`src/verilog/sdram_pkg.sv`:
```
package sdram_pkg;

   typedef logic [23:0] waddr_t;     // user word address
   typedef logic [31:0] word_t;
   typedef logic [15:0] half_t;      // one beat on dq
   typedef logic [12:0] row_t;
   typedef logic [1:0]  bank_t;
   typedef logic [9:0]  col_t;
   typedef logic [3:0]  cmd_code_t;  // {cs_n, ras_n, cas_n, we_n}

   // SDRAM truth table
   localparam cmd_code_t cmd_nop   = 4'b0111;
   localparam cmd_code_t cmd_read  = 4'b0101;
   localparam cmd_code_t cmd_write = 4'b0100;
   localparam cmd_code_t cmd_act   = 4'b0011;
   localparam cmd_code_t cmd_pre   = 4'b0010;
   localparam cmd_code_t cmd_ref   = 4'b0001;
   localparam cmd_code_t cmd_mrs   = 4'b0000;

   localparam int cas_latency      = 3;
   localparam int t_rcd_wait       = 2;    // nops after activate
   localparam int t_rfc_wait       = 5;    // nops after refresh
   localparam int refresh_interval = 770;
   localparam int init_cycles      = 143;
   localparam int init_refreshes   = 8;

   // reserved, write burst as programmed, normal op, cas 3, sequential, burst 1
   localparam logic [12:0] mode_word = 13'b000_0_00_011_0_000;

   typedef struct packed {
      logic  is_write;
      row_t  row;
      bank_t bank;
      col_t  col;     // low half column, high half at col + 1
      word_t wdata;
   } sdram_req_t;

   // one word per cycle from the sequencer to the pin stage
   typedef struct packed {
      cmd_code_t   cmd;
      logic [12:0] addr;
      bank_t       ba;
      logic        dq_oe;     // drive dq with dq_out
      half_t       dq_out;
      logic        cap_lo;    // sample dq into data_out low half
      logic        cap_hi;
      logic        wr_done;
      logic        rd_done;
   } sdram_cmd_t;

endpackage
```
`src/verilog/sdram_req_stage.sv`:
```
`timescale 1ns/10ps

module sdram_req_stage (
   input  logic                  CLOCK_100,
   input  logic                  rst,
   input  sdram_pkg::waddr_t     address,
   input  logic                  req_read,
   input  logic                  req_write,
   input  sdram_pkg::word_t      data_in,
   input  logic                  req_take,
   output sdram_pkg::sdram_req_t req,
   output logic                  req_valid
);

   logic strobe;

   assign strobe = req_read | req_write;

   always_ff @(posedge CLOCK_100) begin
      if (rst) begin
         req_valid <= 1'b0;
      end else if (strobe) begin
         req_valid <= 1'b1;
      end else if (req_take) begin
         req_valid <= 1'b0;
      end
   end

   // address split into row / bank / column
   always_ff @(posedge CLOCK_100) begin
      if (strobe) begin
         req.is_write <= req_write;
         req.row      <= address[23:11];
         req.bank     <= address[10:9];
         req.col      <= {address[8:1], 2'b00};   // two halves per word
         req.wdata    <= data_in;
      end
   end

   // only one request may be outstanding
   a_no_strobe_while_held: assert property (
      @(posedge CLOCK_100) disable iff (rst)
      req_valid |-> !strobe)
      else $error("request stage: strobe while a request is still held");

   a_single_strobe: assert property (
      @(posedge CLOCK_100) disable iff (rst)
      !(req_read && req_write))
      else $error("request stage: read and write strobe in the same cycle");

   // the sequencer only takes what is held
   a_take_needs_valid: assert property (
      @(posedge CLOCK_100) disable iff (rst)
      req_take |-> req_valid)
      else $error("request stage: take without a held request");

endmodule

```
`config.mk`:
```
export PLATFORM = sky130hd
export DESIGN_NAME = sdram_req_stage
export DESIGN_NICKNAME = d
export VERILOG_FILES = /design/src/verilog/sdram_pkg.sv /design/src/verilog/sdram_req_stage.sv
export SDC_FILE = /design/constraint.sdc
export NUM_CORES = 1
export LEC_CHECK = 0
export ABC_AREA = 1
export BUFFER_PORTS_ARGS = -buffer_cell sky130_fd_sc_hd__buf_2
export CAP_MARGIN = 15
export CORE_UTILIZATION = 40
export DETAILED_ROUTE_END_ITERATION = 8
export PLACE_DENSITY = 0.87
export SLEW_MARGIN = 20
export SYNTH_ARGS = -nofsm -noshare
export SYNTH_HDL_FRONTEND = slang
export SYNTH_SLANG_ARGS = --single-unit
```
`constraint.sdc`:
```
create_clock -name CLOCK_100 -period 2.3 [get_ports CLOCK_100]
set_input_delay 0.46 -clock CLOCK_100 [delete_from_list [all_inputs] [get_ports CLOCK_100]]
set_output_delay 0.46 -clock CLOCK_100 [all_outputs]
set_load 0.01 [all_outputs]
```
==> metrics <==
status=complete, no violations; TritonCTS Sinks=57; min Tclk post-route=1.31 ns; startpoint types=flop; cts bufs inserted=9; Combinational Power Share=0.093; Worst-Skew Late Latency=0.32 ns; initial DRC count=84; DIE AREA=4630 sq um; IR Drop Worst-Case VDD=0.554 mV; vias per inst=4.29; RSZ-0062 raised after global routing=false; die height=68.1 um; # hold bufs at CTS=0; WL/cell=13.7 um; largest net degree at the start of global routing=57; Clock Tree Buf Depth=2; Hold Path Class=input pin to flop; Flop pwr share=0.546; Sw Ratio=0.207; top-area cell type share of the netlist area=0.963; Area Growth Syn to Fin=47.6%; Final Cycle Share=0.570; Int Pwr=0.00184 W; crit end category=output pin; Critical Path RT=1.84 ns; Starting Density=0.427; final hold slack=0.295 ns; vias in the first global route=1055; NetSw=0.000480 W; synthesized flop and latch total=57; FF+latch area=1700 sq um; fillers=313; kind of cell adding the most delay to the critical path=flip-flops; Detailed Route WL=3380 um; GPL Wtd Cong=0.690; yosys warns=0; CP max FO=1; Yosys top cell by area=edfxtp_1; post-route ant nets=0; post-synthesis cell type count=9; htree depth=3; cts repair resizes=0; DRT Pass-1 Iters=4; CTS root buf=clkbuf_8; Clk pwr share=0.360; Avg Inst Size Synth=26.9 sq um; Slowest Stage Delay on Critical Path=0.38 ns; CTS tree=done; FMAX=0.763 GHz; Vias=1059; Max Cap Viol=0; Setup TNS=0 ns; slowest CP cell=edfxtp_1; global-route wire length before repair=4650 um; PortBufs=116; Congestion Overflow GR=0; initial antenna violation count=0; CP Buf/Inv Count=1; Residual DRC=0; # setup viols final=0; worst setup slack after layout=0.989 ns; CP cell instances=buf_2; final hold vios=0; Pins Over Slew Limit=0; Rows=23; area of the core=4090 sq um; static leakage=1.15 nW; crit path DAT=0.85 ns; ant diodes=0; Mapped Area=1750 sq um; DP Worst Slack=0.998 ns; I/O Pins=120; crit path kind=flop to output pin; clk_skew=0 ns; area of the multi-input gates=26.3 sq um; Cells after Synth=65; share of layout cells above drive strength 1=0.670; PD cells=899 nW/um^2; HPWL Detailed=2510 um; Final #Nets=253; GRT Total Usage=0.157; post-synthesis sequential area ratio=0.974; Synth area leaders=edfxtp_1 (96%), dfxtp_1 (1.1%), buf_4 (0.86%), a21oi_2 (0.50%), nor2_2 (0.36%); Clock transition at path regs=0.06 ns; Setup Buffers After CTS=0; Die Width=68.1 um
stage by stage:
stage / total power, W / std cells / cell area, sq um / util
final: 0.00232 / 247 / 2580 / 0.631
after global routing: 0.00242 / 247 / 2580 / 0.631
after CTS: 0.00235 / 247 / 2580 / 0.631
after detailed placement: 0.00151 / 231 / 2400 / 0.587
after global placement: 0.00150 / 231 / 2400 / 0.587
after floorplan: 0.00137 / 66 / 1750 / -
state kept, by name (all words and copies together) (netlist names):
signal     cells
req           56
req_valid      1
final timing paths:
path / from / endpoint / slack, ns / cells past startpoint
worst max-delay path: req[57]$_DFFE_PP_ / req[57] / 0.99 / 1
worst min-delay path: rst / req_valid$_SDFFE_PP0P_ / 0.29 / 2
worst max register to register: req_valid$_SDFFE_PP0P_ / req_valid$_SDFFE_PP0P_ / 1.72 / 2
worst min register to register: req_valid$_SDFFE_PP0P_ / req_valid$_SDFFE_PP0P_ / 0.49 / 2
power by group through the flow:
stage          combinational [W]  sequential, W  clock [W]
6_report                0.000216        0.00127   0.000835
5_1_grt                 0.000237        0.00128   0.000907
4_1_cts                 0.000219        0.00127   0.000863
3_5_place_dp            0.000219        0.00129          0
3_3_place_gp            0.000214        0.00128          0
2_1_floorplan          0.0000201        0.00135          0
placed cells by master (no fill, tap or decap), drive strengths merged:
master and instances:
a21oi 1, buf 117, bufinv 1, clkbuf 12, clkinv 4, conb 2, dfxtp 1, edfxtp 56
inv 1, nand2 1, nor2 1
layer usage:
layer	global-route usage	part of all wire	vias up
li1	-	-	504
met1	0.150	0.35	473
met2	0.244	0.50	77
met3	0.0950	0.13	5
met4	0.117	0.014	0
met5	0	0	-
synth_stat cells:
library cell	count
buf_4	2
edfxtp_1	56
conb_1	1
inv_1	1
clkinv_1	1
dfxtp_1	1
nor2_2	1
nand2_1	1
a21oi_2	1
layout make-up:
cell class,count,share of cell area
tap,50,0.0243
multi-input combinational,5,0.0102
inverter,2,0.00291
sequential,57,0.660
clock buffer,12,0.0524
clock inverter,4,0.0170
timing repair buffer,117,0.233
logic make-up after synthesis:
| kind of cell | count (synthesis) | share of synthesized area |
|---|---|---|
| simple gates | 2 | 0.00573 |
| flops | 57 | 0.974 |
| buf+inv | 4 | 0.0129 |
| compound gates | 1 | 0.00502 |
| other cells | 1 | 0.00215 |
Power figures use the tool's default switching activity.
