**config.mk**
```make
export PLATFORM = sky130hd
export DESIGN_NAME = sdram_sequencer
export DESIGN_NICKNAME = d
export VERILOG_FILES = /design/src/verilog/sdram_pkg.sv /design/src/verilog/sdram_sequencer.sv
export SDC_FILE = /design/constraint.sdc
export NUM_CORES = 1
export LEC_CHECK = 0
export ABC_AREA = 1
export BUFFER_PORTS_ARGS = -buffer_cell sky130_fd_sc_hd__buf_2
export CORE_ASPECT_RATIO = 0.7
export CORE_MARGIN = 8
export CORE_UTILIZATION = 35
export CTS_CLUSTER_DIAMETER = 200
export DETAILED_ROUTE_END_ITERATION = 7
export SLEW_MARGIN = 20
export SYNTH_ARGS = -nofsm -noshare
export SYNTH_HDL_FRONTEND = slang
export SYNTH_SLANG_ARGS = --single-unit
export TNS_END_PERCENT = 100
```
**constraint.sdc**
```tcl
create_clock -name CLOCK_100 -period 2.35 [get_ports CLOCK_100]
set_input_delay 0.1175 -clock CLOCK_100 [delete_from_list [all_inputs] [get_ports CLOCK_100]]
set_output_delay 0.1175 -clock CLOCK_100 [all_outputs]
set_load 0.005 [all_outputs]
```
**src/verilog/sdram_pkg.sv**
```systemverilog
package sdram_pkg;

   typedef logic [23:0] waddr_t;     // user word address
   typedef logic [31:0] word_t;
   typedef logic [15:0] half_t;      // one beat on dq
   typedef logic [12:0] row_t;
   typedef logic [1:0]  bank_t;
   typedef logic [9:0]  col_t;
   typedef logic [3:0]  cmd_code_t;  // {cs_n, ras_n, cas_n, we_n}

   // SDRAM truth table
   localparam cmd_code_t cmd_nop   = 4'b0111;
   localparam cmd_code_t cmd_read  = 4'b0101;
   localparam cmd_code_t cmd_write = 4'b0100;
   localparam cmd_code_t cmd_act   = 4'b0011;
   localparam cmd_code_t cmd_pre   = 4'b0010;
   localparam cmd_code_t cmd_ref   = 4'b0001;
   localparam cmd_code_t cmd_mrs   = 4'b0000;

   localparam int cas_latency      = 3;
   localparam int t_rcd_wait       = 2;    // nops after activate
   localparam int t_rfc_wait       = 5;    // nops after refresh
   localparam int refresh_interval = 770;
   localparam int init_cycles      = 143;
   localparam int init_refreshes   = 8;

   // reserved, write burst as programmed, normal op, cas 3, sequential, burst 1
   localparam logic [12:0] mode_word = 13'b000_0_00_011_0_000;

   typedef struct packed {
      logic  is_write;
      row_t  row;
      bank_t bank;
      col_t  col;     // low half column, high half at col + 1
      word_t wdata;
   } sdram_req_t;

   // one word per cycle from the sequencer to the pin stage
   typedef struct packed {
      cmd_code_t   cmd;
      logic [12:0] addr;
      bank_t       ba;
      logic        dq_oe;     // drive dq with dq_out
      half_t       dq_out;
      logic        cap_lo;    // sample dq into data_out low half
      logic        cap_hi;
      logic        wr_done;
      logic        rd_done;
   } sdram_cmd_t;

endpackage
```
**src/verilog/sdram_sequencer.sv**
```systemverilog
`timescale 1ns/10ps

module sdram_sequencer (
   input  logic                  CLOCK_100,
   input  logic                  rst,
   input  sdram_pkg::sdram_req_t req,
   input  logic                  req_valid,
   output logic                  req_take,
   input  logic                  rf_due,
   output logic                  rf_ack,
   output logic                  init_done,
   output sdram_pkg::sdram_cmd_t cmd
);
   import sdram_pkg::*;

   typedef enum logic [4:0] {
      s_init,
      s_idle,
      s_ref,
      s_ref_wait,
      s_act,
      s_act_wait,
      s_wr_lo,
      s_wr_hi,
      s_wr_rec,
      s_wr_pre,
      s_wr_end,
      s_rd_lo,
      s_rd_hi,
      s_rd_wait,
      s_rd_cap_lo,
      s_rd_cap_hi,
      s_rd_pre,
      s_rd_end
   } state_t;

   state_t      state;
   logic [7:0]  init_cnt;     // counts down through power-up
   logic [2:0]  wait_cnt;     // remaining nops in a wait state
   sdram_req_t  cur;          // request being served
   logic [12:0] col_addr_lo;
   logic [12:0] col_addr_hi;

   // where each wait state goes once its nops are done
   function automatic state_t after_wait(state_t s, logic is_write);
      case (s)
         s_act_wait: return is_write ? s_wr_lo : s_rd_lo;
         s_wr_rec:   return s_wr_pre;
         s_rd_wait:  return s_rd_cap_lo;
         default:    return s_idle;
      endcase
   endfunction

   assign init_done   = (state != s_init);
   assign col_addr_lo = {3'b000, cur.col};               // a10 low, no auto precharge
   assign col_addr_hi = {3'b000, cur.col + col_t'(1)};

   always_ff @(posedge CLOCK_100) begin
      if (rst) begin
         state    <= s_init;
         init_cnt <= 8'(init_cycles - 1);
         wait_cnt <= '0;
      end else begin
         case (state)
            s_init: begin
               init_cnt <= init_cnt - 1'b1;
               if (init_cnt == 8'd0) begin
                  state <= s_idle;
               end
            end
            s_idle: begin
               if (rf_due) begin            // refresh wins over a held request
                  state <= s_ref;
               end else if (req_valid) begin
                  state <= s_act;
               end
            end
            s_ref: begin
               state    <= s_ref_wait;
               wait_cnt <= 3'(t_rfc_wait - 1);
            end
            s_act: begin
               state    <= s_act_wait;
               wait_cnt <= 3'(t_rcd_wait - 1);
            end
            s_ref_wait, s_act_wait, s_wr_rec, s_rd_wait: begin
               if (wait_cnt != 3'd0) begin
                  wait_cnt <= wait_cnt - 1'b1;
               end else begin
                  state <= after_wait(state, cur.is_write);
               end
            end
            s_wr_lo: state <= s_wr_hi;
            s_wr_hi: begin
               state    <= s_wr_rec;
               wait_cnt <= 3'd1;            // two write recovery nops
            end
            s_wr_pre: state <= s_wr_end;
            s_rd_lo:  state <= s_rd_hi;
            s_rd_hi: begin
               // first half lands cas_latency + 1 words after rd_lo,
               // the extra one being the pin register
               state    <= s_rd_wait;
               wait_cnt <= 3'(cas_latency - 2);
            end
            s_rd_cap_lo: state <= s_rd_cap_hi;
            s_rd_cap_hi: state <= s_rd_pre;
            s_rd_pre:    state <= s_rd_end;
            default:     state <= s_idle;   // s_wr_end, s_rd_end
         endcase
      end
   end

   always_ff @(posedge CLOCK_100) begin
      if (req_take) begin
         cur <= req;
      end
   end

   always_comb begin
      cmd      = '0;
      cmd.cmd  = cmd_nop;
      req_take = 1'b0;
      rf_ack   = 1'b0;
      case (state)
         s_init: begin
            if (init_cnt == 8'(init_refreshes * 16 + 2)) begin
               cmd.cmd      = cmd_pre;
               cmd.addr[10] = 1'b1;         // all banks
            end else if (init_cnt < 8'(init_refreshes * 16) && init_cnt[3:0] == 4'hf) begin
               cmd.cmd = cmd_ref;           // every 16 cycles
            end else if (init_cnt == 8'd2) begin
               cmd.cmd  = cmd_mrs;
               cmd.addr = mode_word;
            end
         end
         s_ref: begin
            cmd.cmd = cmd_ref;
            rf_ack  = 1'b1;
         end
         s_act: begin
            cmd.cmd  = cmd_act;
            cmd.addr = req.row;
            cmd.ba   = req.bank;
            req_take = 1'b1;
         end
         s_wr_lo: begin
            cmd.cmd    = cmd_write;
            cmd.addr   = col_addr_lo;
            cmd.ba     = cur.bank;
            cmd.dq_oe  = 1'b1;
            cmd.dq_out = cur.wdata[15:0];
         end
         s_wr_hi: begin
            cmd.cmd    = cmd_write;
            cmd.addr   = col_addr_hi;
            cmd.ba     = cur.bank;
            cmd.dq_oe  = 1'b1;
            cmd.dq_out = cur.wdata[31:16];
         end
         s_wr_pre, s_rd_pre: begin
            cmd.cmd = cmd_pre;              // a10 low, this bank only
            cmd.ba  = cur.bank;
         end
         s_wr_end: cmd.wr_done = 1'b1;
         s_rd_lo: begin
            cmd.cmd  = cmd_read;
            cmd.addr = col_addr_lo;
            cmd.ba   = cur.bank;
         end
         s_rd_hi: begin
            cmd.cmd  = cmd_read;
            cmd.addr = col_addr_hi;
            cmd.ba   = cur.bank;
         end
         s_rd_cap_lo: cmd.cap_lo = 1'b1;
         s_rd_cap_hi: begin
            cmd.cap_hi  = 1'b1;
            cmd.rd_done = 1'b1;
         end
         default: ;
      endcase
   end

endmodule

```
==> run summary <==
====================================================================================
Clock transition at path regs                                                0.05 ns
Most frequently used flop master after synthesis                        sky130_fd_sc_hd__edfxtp_1
Met3 wire length                                                              671 um
Worst min-delay path class                                                    in2reg
First-pass iteration count of the detailed router                                  5
Standard-cell row count                                                           29
Crit path launch type                                                       register
Worst setup skew after layout                                             0.00309 ns
Total GRT Usage                                                                15.3%
Count of antenna diodes in the layout                                              0
HPWL after detailed placement                                                7.04 mm
Average detailed-routed wire length per instance                             15.1 um
Worst setup timing slack at the placement stage                             0.304 ns
Data required, critical path                                                 2.23 ns
DRC marker count from the first detailed-route iteration                         159
Total routed wire length on the met1 layer                                   4.24 mm
Family of cells with the greatest summed delay on the critical path     buffers and inverters
Slowest CP cell                                                         sky130_fd_sc_hd__dfxtp_1
Final Non-Filler Cells                                                           638
Average instance area after synthesis                                       9.23 um2
Synthesized instance count                                                       351
Root cell of the clock tree                                             sky130_fd_sc_hd__clkbuf_16
Core area                                                                   9030 um2
Largest net degree at the start of global routing                                 33
Met2 wire len                                                                4.59 mm
Number of unique standard cell types used by synthesis                            34
Vias in the first global route                                                  3029
Relative area change from synthesis to final layout                            46.3%
Vias                                                                            3141
Placed cell area                                                            3920 um2
Cell Chain, Critical Path                                               inv_2 -> nor2_2 -> nand3_2 -> inv_6 -> buf_4 -> nand2_1 -> nand2_1 -> buf_2
Result of the run                                                       complete, no violations
Mapped Area                                                                 3240 um2
Sequential fraction of the synthesis area                                      51.6%
Clock tree from TritonCTS                                                      built
Count of buffering cells on the critical path with inverters included              4
Number of setup violations in the final report                                     0
Number of DRC violations after detailed routing                                    0
Aggregate global routing overflow                                                  0
Number of enable-type register cells in the synthesized netlist                   45
Via/cell ratio                                                                  4.92
Worst Reg2Reg Path Length in Cells                                                 5
Placed cell count                                                                577
Final weighted congestion in routability-driven placement                      0.874
Max cap viols                                                                      0
FFs w/ async S/R, synth                                                           0%
Synth Net Count                                                                  420
Leakage power figure                                                         2.20 nW
Maximum frequency from static timing analysis                              0.457 GHz
Top Layer Used                                                                  met4
Arrival time worst endpoint                                                  2.07 ns
Starting utilization of the core area                                          35.8%
Slack of the critical path                                                  0.164 ns
Post-detailed-route count of antenna-violating nets                                0
Number of stages on the worst hold path                                            2
Top cell type's share of synthesized area                                      41.7%
# Post-CTS Setup Buffers                                                           0
Max Slew Vio Count                                                                 0
Detailed Route WL                                                            9.65 mm
Fraction of layout instances using a drive strength above 1                    31.3%
Yosys warning count                                                                0
Dominant cell by count in the synthesized netlist                       sky130_fd_sc_hd__nand2_1
Total number of H-tree levels                                                      3
Number of buffer cells added on primary ports                                    103
Cell taking the most area after synthesis                               sky130_fd_sc_hd__edfxtp_1
Cells taking the most area after synthesis                              sky130_fd_sc_hd__edfxtp_1 (42%), sky130_fd_sc_hd__dfxtp_1 (9.9%), sky130_fd_sc_hd__nand2_1 (7.7%)
Synth cell count leaders                                                sky130_fd_sc_hd__nand2_1 (66), sky130_fd_sc_hd__edfxtp_1 (45), sky130_fd_sc_hd__nor2_1 (36), sky130_fd_sc_hd__inv_1 (34), sky130_fd_sc_hd__nand3_1 (27)
Clock latency at the later pin of the worst-skew pair                        0.32 ns
Setup TNS after final layout                                                    0 ns
Final min period                                                             2.19 ns
RSZ-0062 raised after global routing                                           false
Die area                                                                   12600 um2
Buffers from clock root to sink, at most                                           2
Worst-case hold slack                                                       0.155 ns
First-pass GRT wire length                                                   15.1 mm
CP dominant cell by count                                               sky130_fd_sc_hd__nand2_1
Number of hold-slack violations in the final timing report                         0
CTS Buf Count                                                                      9
Total number of nets in the final design                                         578
Slowest stage delay, CP                                                      0.46 ns
Largest fanout on the critical path                                               32
Die Span Y                                                                   96.5 um
Share of the clock period used by the worst path                               93.0%
Die Span X                                                                    131 um
Crit Path Category                                                           reg2out
Synthesized flop and latch total                                                  61
Antenna violations before repair                                                   0
Maximum resistive drop on vdd                                             0.000504 V
# clock sinks                                                                     61
Number of logic stages on the critical path including buffering                    8
Boundary pin count                                                               105
Power density normalized to cell area                                     740 nW/um2
Final non-filler cell area                                                  4740 um2
Type of destination of the critical path                                 output port
====================================================================================
## path summary, 6_finish.rpt
path / start / to / slack [ns]
setup / recovery: state[2] / cmd[21] / 0.16
hold / removal: rst / wait_cnt[2] / 0.16
setup reg to reg: state[2] / cur[17] / 0.58
hold reg to reg: init_cnt[6] / init_cnt[6] / 0.50
## per-layer routing
| layer | global-route usage [%] | vias to the layer above |
|---|---|---|
| li1 | - | 1539 |
| met1 | 18.8 | 1478 |
| met2 | 25.6 | 112 |
| met3 | 4.28 | 12 |
| met4 | 5.33 | 0 |
| met5 | 0 | - |
## area by class of cell
class                   count  area, um2
fillers                   800       4300
multi-input cells         239       1360
well taps                 124        155
flip-flops and latches     61       1670
clock buffers               9        225
clock inverters             7        138
inverters                  43        166
repair buffers            155       1020
## kinds of logic (layout without fill, tap and decap cells)
logic type	count (synthesis)	count (layout)	share of synthesized area, %
compound gates	54	54	11.6
xor+xnor	1	1	0.271
fa+ha+maj	7	7	2.70
buf+inv	51	214	6.38
flops	61	61	51.6
other cells	1	1	0.116
simple gates	176	176	27.4
## placed cells by master, fill, tap and decap left out, types with 2 or more instances in the layout
cell type,instances
sky130_fd_sc_hd__a21oi_1,16
sky130_fd_sc_hd__a22oi_1,4
sky130_fd_sc_hd__a32o_1,16
sky130_fd_sc_hd__and3_1,2
sky130_fd_sc_hd__buf_2,103
sky130_fd_sc_hd__buf_4,7
sky130_fd_sc_hd__bufinv_16,4
sky130_fd_sc_hd__clkbuf_16,9
sky130_fd_sc_hd__clkinv_2,2
sky130_fd_sc_hd__dfxtp_1,15
sky130_fd_sc_hd__dlygate4sd3_1,45
sky130_fd_sc_hd__edfxtp_1,45
sky130_fd_sc_hd__ha_1,7
sky130_fd_sc_hd__inv_1,34
sky130_fd_sc_hd__inv_2,8
sky130_fd_sc_hd__nand2_1,66
sky130_fd_sc_hd__nand2_2,6
sky130_fd_sc_hd__nand2_4,4
sky130_fd_sc_hd__nand3_1,27
sky130_fd_sc_hd__nand3_2,2
sky130_fd_sc_hd__nand3_4,2
sky130_fd_sc_hd__nand3b_1,2
sky130_fd_sc_hd__nand4_1,11
sky130_fd_sc_hd__nor2_1,36
sky130_fd_sc_hd__nor2_2,3
sky130_fd_sc_hd__nor2_4,5
sky130_fd_sc_hd__nor3_1,4
sky130_fd_sc_hd__o211ai_1,2
sky130_fd_sc_hd__o21ai_0,13
sky130_fd_sc_hd__o31ai_1,2
sky130_fd_sc_hd__or2_2,3
## state kept, by name, summed over array words and instances (netlist names)
signal and flops:
col_addr_lo 10, cur 35, init_cnt 8, state 5
wait_cnt 3
## power breakdown
part | internal (mW) | switching, mW
logic | 0.264 | 0.354
registers | 1.22 | 0.0666
clock network | 1.14 | 0.459
## per-stage QoR
step                util (%)  total power [mW]
finish                  52.4              3.50
global route            52.4              3.67
CTS                     52.4              3.54
detailed placement      43.3              1.87
global placement        43.3              1.86
floorplan                  -              1.66
## what timing repair did
item,4_1_cts,5_1_grt
endpoints found under the hold margin,45,0
resized for setup,1,2
pin swaps,0,0
setup endpoints to repair,2,6
hold buffers,45,0
Note: power is estimated with default switching activity, not from simulation.
