**src/verilog/sdram_pkg.sv**
```systemverilog
package sdram_pkg;

   typedef logic [23:0] waddr_t;     // user word address
   typedef logic [31:0] word_t;
   typedef logic [15:0] half_t;      // one beat on dq
   typedef logic [12:0] row_t;
   typedef logic [1:0]  bank_t;
   typedef logic [9:0]  col_t;
   typedef logic [3:0]  cmd_code_t;  // {cs_n, ras_n, cas_n, we_n}

   // SDRAM truth table
   localparam cmd_code_t cmd_nop   = 4'b0111;
   localparam cmd_code_t cmd_read  = 4'b0101;
   localparam cmd_code_t cmd_write = 4'b0100;
   localparam cmd_code_t cmd_act   = 4'b0011;
   localparam cmd_code_t cmd_pre   = 4'b0010;
   localparam cmd_code_t cmd_ref   = 4'b0001;
   localparam cmd_code_t cmd_mrs   = 4'b0000;

   localparam int cas_latency      = 3;
   localparam int t_rcd_wait       = 2;    // nops after activate
   localparam int t_rfc_wait       = 5;    // nops after refresh
   localparam int refresh_interval = 770;
   localparam int init_cycles      = 143;
   localparam int init_refreshes   = 8;

   // reserved, write burst as programmed, normal op, cas 3, sequential, burst 1
   localparam logic [12:0] mode_word = 13'b000_0_00_011_0_000;

   typedef struct packed {
      logic  is_write;
      row_t  row;
      bank_t bank;
      col_t  col;     // low half column, high half at col + 1
      word_t wdata;
   } sdram_req_t;

   // one word per cycle from the sequencer to the pin stage
   typedef struct packed {
      cmd_code_t   cmd;
      logic [12:0] addr;
      bank_t       ba;
      logic        dq_oe;     // drive dq with dq_out
      half_t       dq_out;
      logic        cap_lo;    // sample dq into data_out low half
      logic        cap_hi;
      logic        wr_done;
      logic        rd_done;
   } sdram_cmd_t;

endpackage
```
**src/verilog/sdram_refresh_timer.sv**
```systemverilog
`timescale 1ns/10ps

module sdram_refresh_timer (
   input  logic CLOCK_100,
   input  logic rst,
   input  logic run,
   input  logic rf_ack,
   output logic rf_due
);
   import sdram_pkg::*;

   logic [9:0] rf_cnt;

   always_ff @(posedge CLOCK_100) begin
      if (rst) begin
         rf_cnt <= '0;
         rf_due <= 1'b0;
      end else if (rf_cnt == 10'(refresh_interval)) begin
         rf_cnt <= '0;
         rf_due <= 1'b1;
      end else begin
         if (run) begin
            rf_cnt <= rf_cnt + 1'b1;   // stopped during power-up
         end
         if (rf_ack) begin
            rf_due <= 1'b0;
         end
      end
   end

   a_ack_needs_due: assert property (
      @(posedge CLOCK_100) disable iff (rst)
      rf_ack |-> rf_due)
      else $error("refresh timer: refresh issued while none was due");

endmodule

```
**config.mk**
```make
export PLATFORM = sky130hd
export DESIGN_NAME = sdram_refresh_timer
export DESIGN_NICKNAME = d
export VERILOG_FILES = /design/src/verilog/sdram_pkg.sv /design/src/verilog/sdram_refresh_timer.sv
export SDC_FILE = /design/constraint.sdc
export NUM_CORES = 1
export LEC_CHECK = 0
export ABC_CLOCK_PERIOD_IN_PS = 3550
export BUFFER_PORTS_ARGS = -buffer_cell sky130_fd_sc_hd__buf_2
export CORE_AREA = 2 2 39 41
export DETAILED_ROUTE_END_ITERATION = 12
export DIE_AREA = 0 0 41 43
export MAX_ROUTING_LAYER = met4
export PLACE_DENSITY = 0.67
export RECOVER_POWER = 100
export SYNTH_ARGS = -nofsm -noshare
export SYNTH_HDL_FRONTEND = slang
export SYNTH_SLANG_ARGS = --single-unit
```
**constraint.sdc**
```tcl
create_clock -name CLOCK_100 -period 3.55 [get_ports CLOCK_100]
set_clock_uncertainty 0.05 [all_clocks]
set_input_delay 0.1775 -clock CLOCK_100 [delete_from_list [all_inputs] [get_ports CLOCK_100]]
set_output_delay 0.1775 -clock CLOCK_100 [all_outputs]
set_load 0.005 [all_outputs]
```
==> summary.txt, run 1 <==
==================================================================================================
Status                                                                                complete, no violations
Number of global-route vias before repair                                                      374
Count of distinct cell types in the synthesized netlist                                         22
Site Rows                                                                                       14
Sum of negative setup slack                                                                   0 ps
Worst Hold Class                                                                         in -> reg
Mapped cell area                                                                           534 um2
Share of total power in combinational logic                                                  0.060
Port Buffer Count                                                                                4
Max incr delay on CP                                                                        450 ps
Resized Gates After CTS                                                                          0
Dpl hpwl                                                                                    665 um
Met1 GRT Util                                                                                0.157
Sum of routed wire length over all layers                                                   918 um
Io pins                                                                                          5
Sum of overflow across all layers after global routing                                           0
Residual DRC count                                                                               0
Count of nets after finishing                                                                   70
Sw power                                                                               0.0000547 W
Clock latency on the worst-skew pair                                                        270 ps
Leading post-synthesis cells by cell area                                             dfxtp_1 (41%), nand4_1 (5.9%), xor2_1 (4.9%)
Overall routing resource usage                                                               0.130
Period minus WS final                                                                      1460 ps
Internal power contribution                                                             0.000175 W
Switching power share of the total                                                           0.238
Chip Width                                                                                   41 um
# Post-CTS Setup Buffers                                                                         0
Critical path's slowest cell                                                                a41o_1
TritonCTS clock tree                                                                         built
Max Cap Viol                                                                                     0
Buffer type at the clock tree root                                                        clkbuf_4
Height of the die                                                                            43 um
Cts hold-fix bufs                                                                                0
Core Box Area                                                                          0.00138 mm2
Global routing usage on met2                                                                 0.178
Post-synth net total                                                                            63
Synthesized instance count                                                                      57
Final max-slew violation count                                                                   0
Synth-to-Final Area Change                                                                   8.67%
Fraction of registers with async set/reset                                                       0
H-tree levels                                                                                    1
Proportion of layout cells with a drive suffix above 1                                       0.190
Final Setup Violations                                                                           0
Number of cells in the finished layout apart from fillers                                       79
Worst Setup Start Kind                                                                        flop
Measured slew at the worst slew-check pin                                                   356 ps
#FFs+latches synth                                                                              11
Part of the power in registers                                                               0.563
First-pass GRT wire length                                                                 1.48 mm
Maximum ir drop on the vdd rail                                                           0.119 mV
Number of antenna violations at the first check in global routing                                0
Post-synthesis sequential area ratio                                                         0.412
Final worst-path cycle share                                                                 0.412
Final ANT Viol Nets                                                                              0
Total via count in the routed design                                                           435
Total power                                                                             0.000230 W
Starting utilization of the core area                                                        0.386
Clock net sink count                                                                            11
Met3 usage                                                                                  0.0314
Peak clock frequency supported by timing                                                   684 MHz
Total of warnings raised by yosys                                                                0
Crit Path Class                                                                         reg -> reg
Cts bufs inserted                                                                                3
Normalized max-slew margin                                                                   0.760
Total inserted antenna cells                                                                     0
PwrDens                                                                                 396 mW/mm2
Iteration count of the initial detailed-routing pass                                             1
Pin count of the biggest net entering global routing                                            11
Prevailing post-synth register cell                                                        dfxtp_1
Nature of the critical path endpoint                                                          flop
Top Usage Layer GRT                                                                           met2
Detailed-route vias per instance                                                              5.51
Top cell type's share of synthesized area                                                    0.412
Setup slack after placement                                                                2070 ps
Library cell with the largest summed area after synthesis                                  dfxtp_1
Most common cell in the netlist                                                            dfxtp_1
Number of hold-slack violations in the final timing report                                       0
Number of DRC markers after the initial detailed-route iteration                                 0
Endpoint required time on the critical path                                                3650 ps
Number of enable flip-flop cells after synthesis                                                 0
Die area                                                                               0.00176 mm2
Setup ws final                                                                             2090 ps
Setup repair after global routing missed its margin                                          false
Reported leakage power                                                                    0.200 nW
Placed Instances                                                                                75
Routed wirelength normalized by instance count                                             11.6 um
Number of buffers on the longest clock path                                                      2
Clock transition time at the flip-flop clock pins of the worst setup and hold paths          70 ps
Largest driver fanout on the critical path                                                      10
Critical path data arrival time                                                            1560 ps
Ordered list of cells on the worst path                                               nor4_1, a41o_1, nor2_1
Commonest cells in the synthesized netlist                                            dfxtp_1 (11), a21oi_1 (5), nand4_1 (5), nor2_1 (5), nand2_1 (4)
Synth Area per Inst                                                                       9.37 um2
Gpl congestion                                                                               0.676
Share of total power in the clock network                                                    0.377
==================================================================================================
## path summary, 6_finish.rpt
check,startpoint,slack [ps],depth (start not counted),to
max,rf_cnt[3],2090,3,rf_cnt[0]
min,rst,20,2,rf_due
max reg2reg,rf_cnt[3],2090,3,rf_cnt[0]
min reg2reg,rf_due,420,2,rf_due
## power by group through the flow
stage	registers (W)	logic, W	clock network, W
after floorplan	0.000132	0.0000120	0
after global placement	0.000132	0.0000145	0
after detailed placement	0.000132	0.0000150	0
final	0.000130	0.0000137	0.0000867
after CTS	0.000129	0.0000150	0.0000895
after global routing	0.000130	0.0000150	0.0000967
## registers in the layout (all words and copies together), names as in the netlist
| name | flops |
|---|---|
| rf_cnt | 10 |
| rf_due | 1 |
## stage by stage
step                hold WS [ps]   util  instance area [um2]
floorplan                    197      -                  534
global placement             306  0.408                  564
detailed placement           308  0.408                  564
global route                15.5  0.420                  581
CTS                         21.8  0.427                  591
finish                      19.8  0.420                  581
## area by class of cell
cell class | count | area, um2
well taps | 16 | 20.0
multi-input cells | 42 | 288
flip-flops and latches | 11 | 220
repair buffers | 4 | 18.8
fillers | 144 | 803
clock buffers | 4 | 26.3
inverters | 2 | 7.51
## routing by layer
metal  wire length [um]  part of all wire
met5                  0                 0
met4                 29             0.032
met3                 29             0.032
met2                412              0.45
met1                448              0.49
## placed cells by master, fill, tap and decap left out
cell type,netlist,routed
buf_2,2,3
dfxtp_1,11,11
ha_1,2,2
or3_2,3,3
clkbuf_4,0,3
xnor2_1,1,1
clkbuf_1,0,2
nand2b_1,1,1
o31ai_1,2,2
a41o_1,1,1
a211oi_1,0,1
xor2_1,3,3
inv_1,2,2
a21oi_1,5,6
nor2_1,5,5
or4_4,1,1
nand2_1,4,4
or4_1,1,1
nand4_1,5,5
nor4_1,1,1
o21ai_0,3,3
nand4_4,1,1
and3b_2,1,1
## logic make-up after synthesis
| group | synth area share |
|---|---|
| DFF | 0.412 |
| and+or+nand+nor | 0.281 |
| buffers and inverters | 0.0328 |
| AOI/OAI and AO/OA | 0.162 |
| adders and majority gates | 0.0468 |
| xor gates and xnor gates | 0.0656 |
## critical path, delay by kind of cell, from the launching register on
family	cells	cell delay [ps]
AO/OA/AOI/OAI	1	450
flip-flops	1	360
AND/OR/NAND/NOR	2	490
Note: power is estimated with default switching activity, not from simulation.
==> inputs of run 2 (changes only) <==
ABC_CLOCK_PERIOD_IN_PS = 1200   (was 3550)
PLACE_DENSITY = 0.69   (was 0.67)
clock period = 1.2 ns   (was 3.55 ns; I/O delays follow)
==> summary.txt, run 2 (synthesized netlist as in run 1, its figures left out) <==
==================================================================================================
Status                                                                                complete, but fails checks
Violated checks                                                                       negative setup slack
Residual DRC count                                                                               0
Sum of routed wire length over all layers                                                  1.51 mm
Iteration count of the initial detailed-routing pass                                             4
Worst Hold Class                                                                         in -> reg
Dpl hpwl                                                                                    831 um
Period minus WS final                                                                      1290 ps
Capturing instance or port of the critical path                                          rf_cnt[9]
Number of antenna violations at the first check in global routing                                0
Peak clock frequency supported by timing                                                   774 MHz
Die area                                                                               0.00176 mm2
Site Rows                                                                                       14
Final Core Density                                                                           0.621
Synth-to-Final Area Change                                                                   60.9%
Pin count of the biggest net entering global routing                                             7
Buffer type at the clock tree root                                                        clkbuf_4
Chip Width                                                                                   41 um
Part of the power in registers                                                               0.515
Largest register FFs                                                                            10
Detailed-route vias per instance                                                              5.47
Total via count in the routed design                                                           552
Final worst-path cycle share                                                                  1.08
Register bank with the most flops                                                           rf_cnt
Final max-slew violation count                                                                   0
Count of nets after finishing                                                                   92
Worst Reg-to-Reg Cells                                                                           3
Overall routing resource usage                                                               0.207
Measured slew at the worst slew-check pin                                                   259 ps
Largest driver fanout on the critical path                                                       5
First-pass GRT wire length                                                                 2.35 mm
Proportion of layout cells with a drive suffix above 1                                       0.588
Largest registers                                                                     rf_cnt: 10 flops, rf_due: 1 flops
PwrDens                                                                                 844 mW/mm2
Clock net sink count                                                                            11
Total inserted antenna cells                                                                     0
Number of global-route vias before repair                                                      533
Worst Setup Start Kind                                                                        flop
Sum of negative setup slack                                                                -772 ps
Final Setup Violations                                                                          10
Max Cap Viol                                                                                     0
Setup slack after placement                                                                -116 ps
Endpoint required time on the critical path                                                1350 ps
Nature of the critical path endpoint                                                          flop
Normalized max-slew margin                                                                   0.826
Routed wirelength normalized by instance count                                             14.9 um
Number of hold-slack violations in the final timing report                                       0
Final instance area                                                                        860 um2
Share of total power in combinational logic                                                  0.138
Sum of overflow across all layers after global routing                                           0
Starting utilization of the core area                                                        0.386
Maximum ir drop on the vdd rail                                                           0.514 mV
Share of total power in the clock network                                                    0.347
Switching power share of the total                                                           0.246
Number of buffers on the longest clock path                                                      2
Number of DRC markers after the initial detailed-route iteration                                 9
Flop-to-flop setup slack                                                                    -90 ps
Placed instance area                                                                       671 um2
Critical register-to-register path endpoint                                              rf_cnt[9]
Final ANT Viol Nets                                                                              0
Reported leakage power                                                                    0.331 nW
TritonCTS clock tree                                                                         built
Internal power contribution                                                             0.000547 W
Ordered list of cells on the worst path                                               nand4_4, or4_4, a21oi_2
Critical path's slowest cell                                                                 or4_4
Highest-count cells in the layout ignoring fill and taps                              buf_4 (16), dfxtp_4 (7), nand4_1 (5)
Critical path data arrival time                                                            1440 ps
H-tree levels                                                                                    1
Source of the worst register-to-register timing path                                     rf_cnt[3]
Clock transition time at the flip-flop clock pins of the worst setup and hold paths          70 ps
Gpl congestion                                                                               0.740
Startpoint of the most critical setup path                                               rf_cnt[3]
Cts bufs inserted                                                                                3
Io pins                                                                                          5
Setup repair after global routing missed its margin                                           true
Most frequent standard cell in the layout excluding fill and tap cells                       buf_4
Core Box Area                                                                          0.00138 mm2
Port Buffer Count                                                                                4
Setup ws final                                                                            -91.4 ps
Crit Path Class                                                                         reg -> reg
Height of the die                                                                            43 um
Clock latency on the worst-skew pair                                                        260 ps
Sw power                                                                                0.000179 W
Max incr delay on CP                                                                        540 ps
==================================================================================================
[run 2: cell types whose count changed in the layout (fill, tap and decap cells not counted), moves of 2 or more]
cell,delta
buf_4,+16
dfxtp_1,-9
dfxtp_4,+7
buf_6,+3
nor2_1,-3
nor2_2,+3
a21oi_1,-2
a21oi_2,+2
dfxtp_2,+2
dlygate4sd3_1,+2
ha_1,-2
ha_4,+2
[run 2: through the flow]
step                cells  hold slack (ps)  power, W
floorplan              57             79.1  0.000431
finish                101              146  0.000726
global placement       86              197  0.000461
global route          101              144  0.000768
CTS                   100              138  0.000724
detailed placement     86              195  0.000463
[run 2: timing repair]
action	CTS	global route
cloned	1	0
pin swaps	10	3
buffers inserted	7	1
setup endpoints to repair	10	11
gates resized for setup	17	4
hold buffers	2	0
endpoints found under the hold margin	1	0
[run 2: worst min path at each step]
stage | slack (ps) | end | cells after the start | startpoint
6_report | 150 | rf_cnt[1] | 3 | run
5_1_grt | 140 | rf_cnt[1] | 3 | run
4_1_cts | 140 | rf_cnt[1] | 3 | run
3_5_place_dp | 190 | rf_due | 2 | rst
3_3_place_gp | 200 | rf_due | 2 | rst
2_1_floorplan | 80 | rf_due | 1 | rst
[run 2: critical path, delay by kind of cell (launching register included)]
kind	cells	cell delay, ps
compound gates	1	120
flops	1	390
simple gates	2	670
[run 2: final cells by class]
class / instances / area [um2]
sequential: 11 / 249
tap: 16 / 20.0
fill: 119 / 524
timing repair buffer: 25 / 193
inverter: 2 / 7.51
clock buffer: 4 / 26.3
multi-input combinational: 43 / 364
[run 2: power groups by stage]
stage                     Sequential [W]  Clock [W]  Combinational (W)
final                           0.000374   0.000252           0.000100
after global routing            0.000375   0.000284           0.000108
after CTS                       0.000374   0.000253          0.0000963
after detailed placement        0.000392          0          0.0000708
after global placement          0.000391          0          0.0000694
after floorplan                 0.000392          0          0.0000389
[run 2: layer usage]
| layer | wire [um] | global-route usage | vias to the layer above |
|---|---|---|---|
| met5 | 0 | - | - |
| met2 | 806 | 0.331 | 13 |
| met4 | 29 | 0.100 | 0 |
| met3 | 34 | 0.0471 | 4 |
| met1 | 636 | 0.230 | 263 |
| li1 | - | - | 272 |
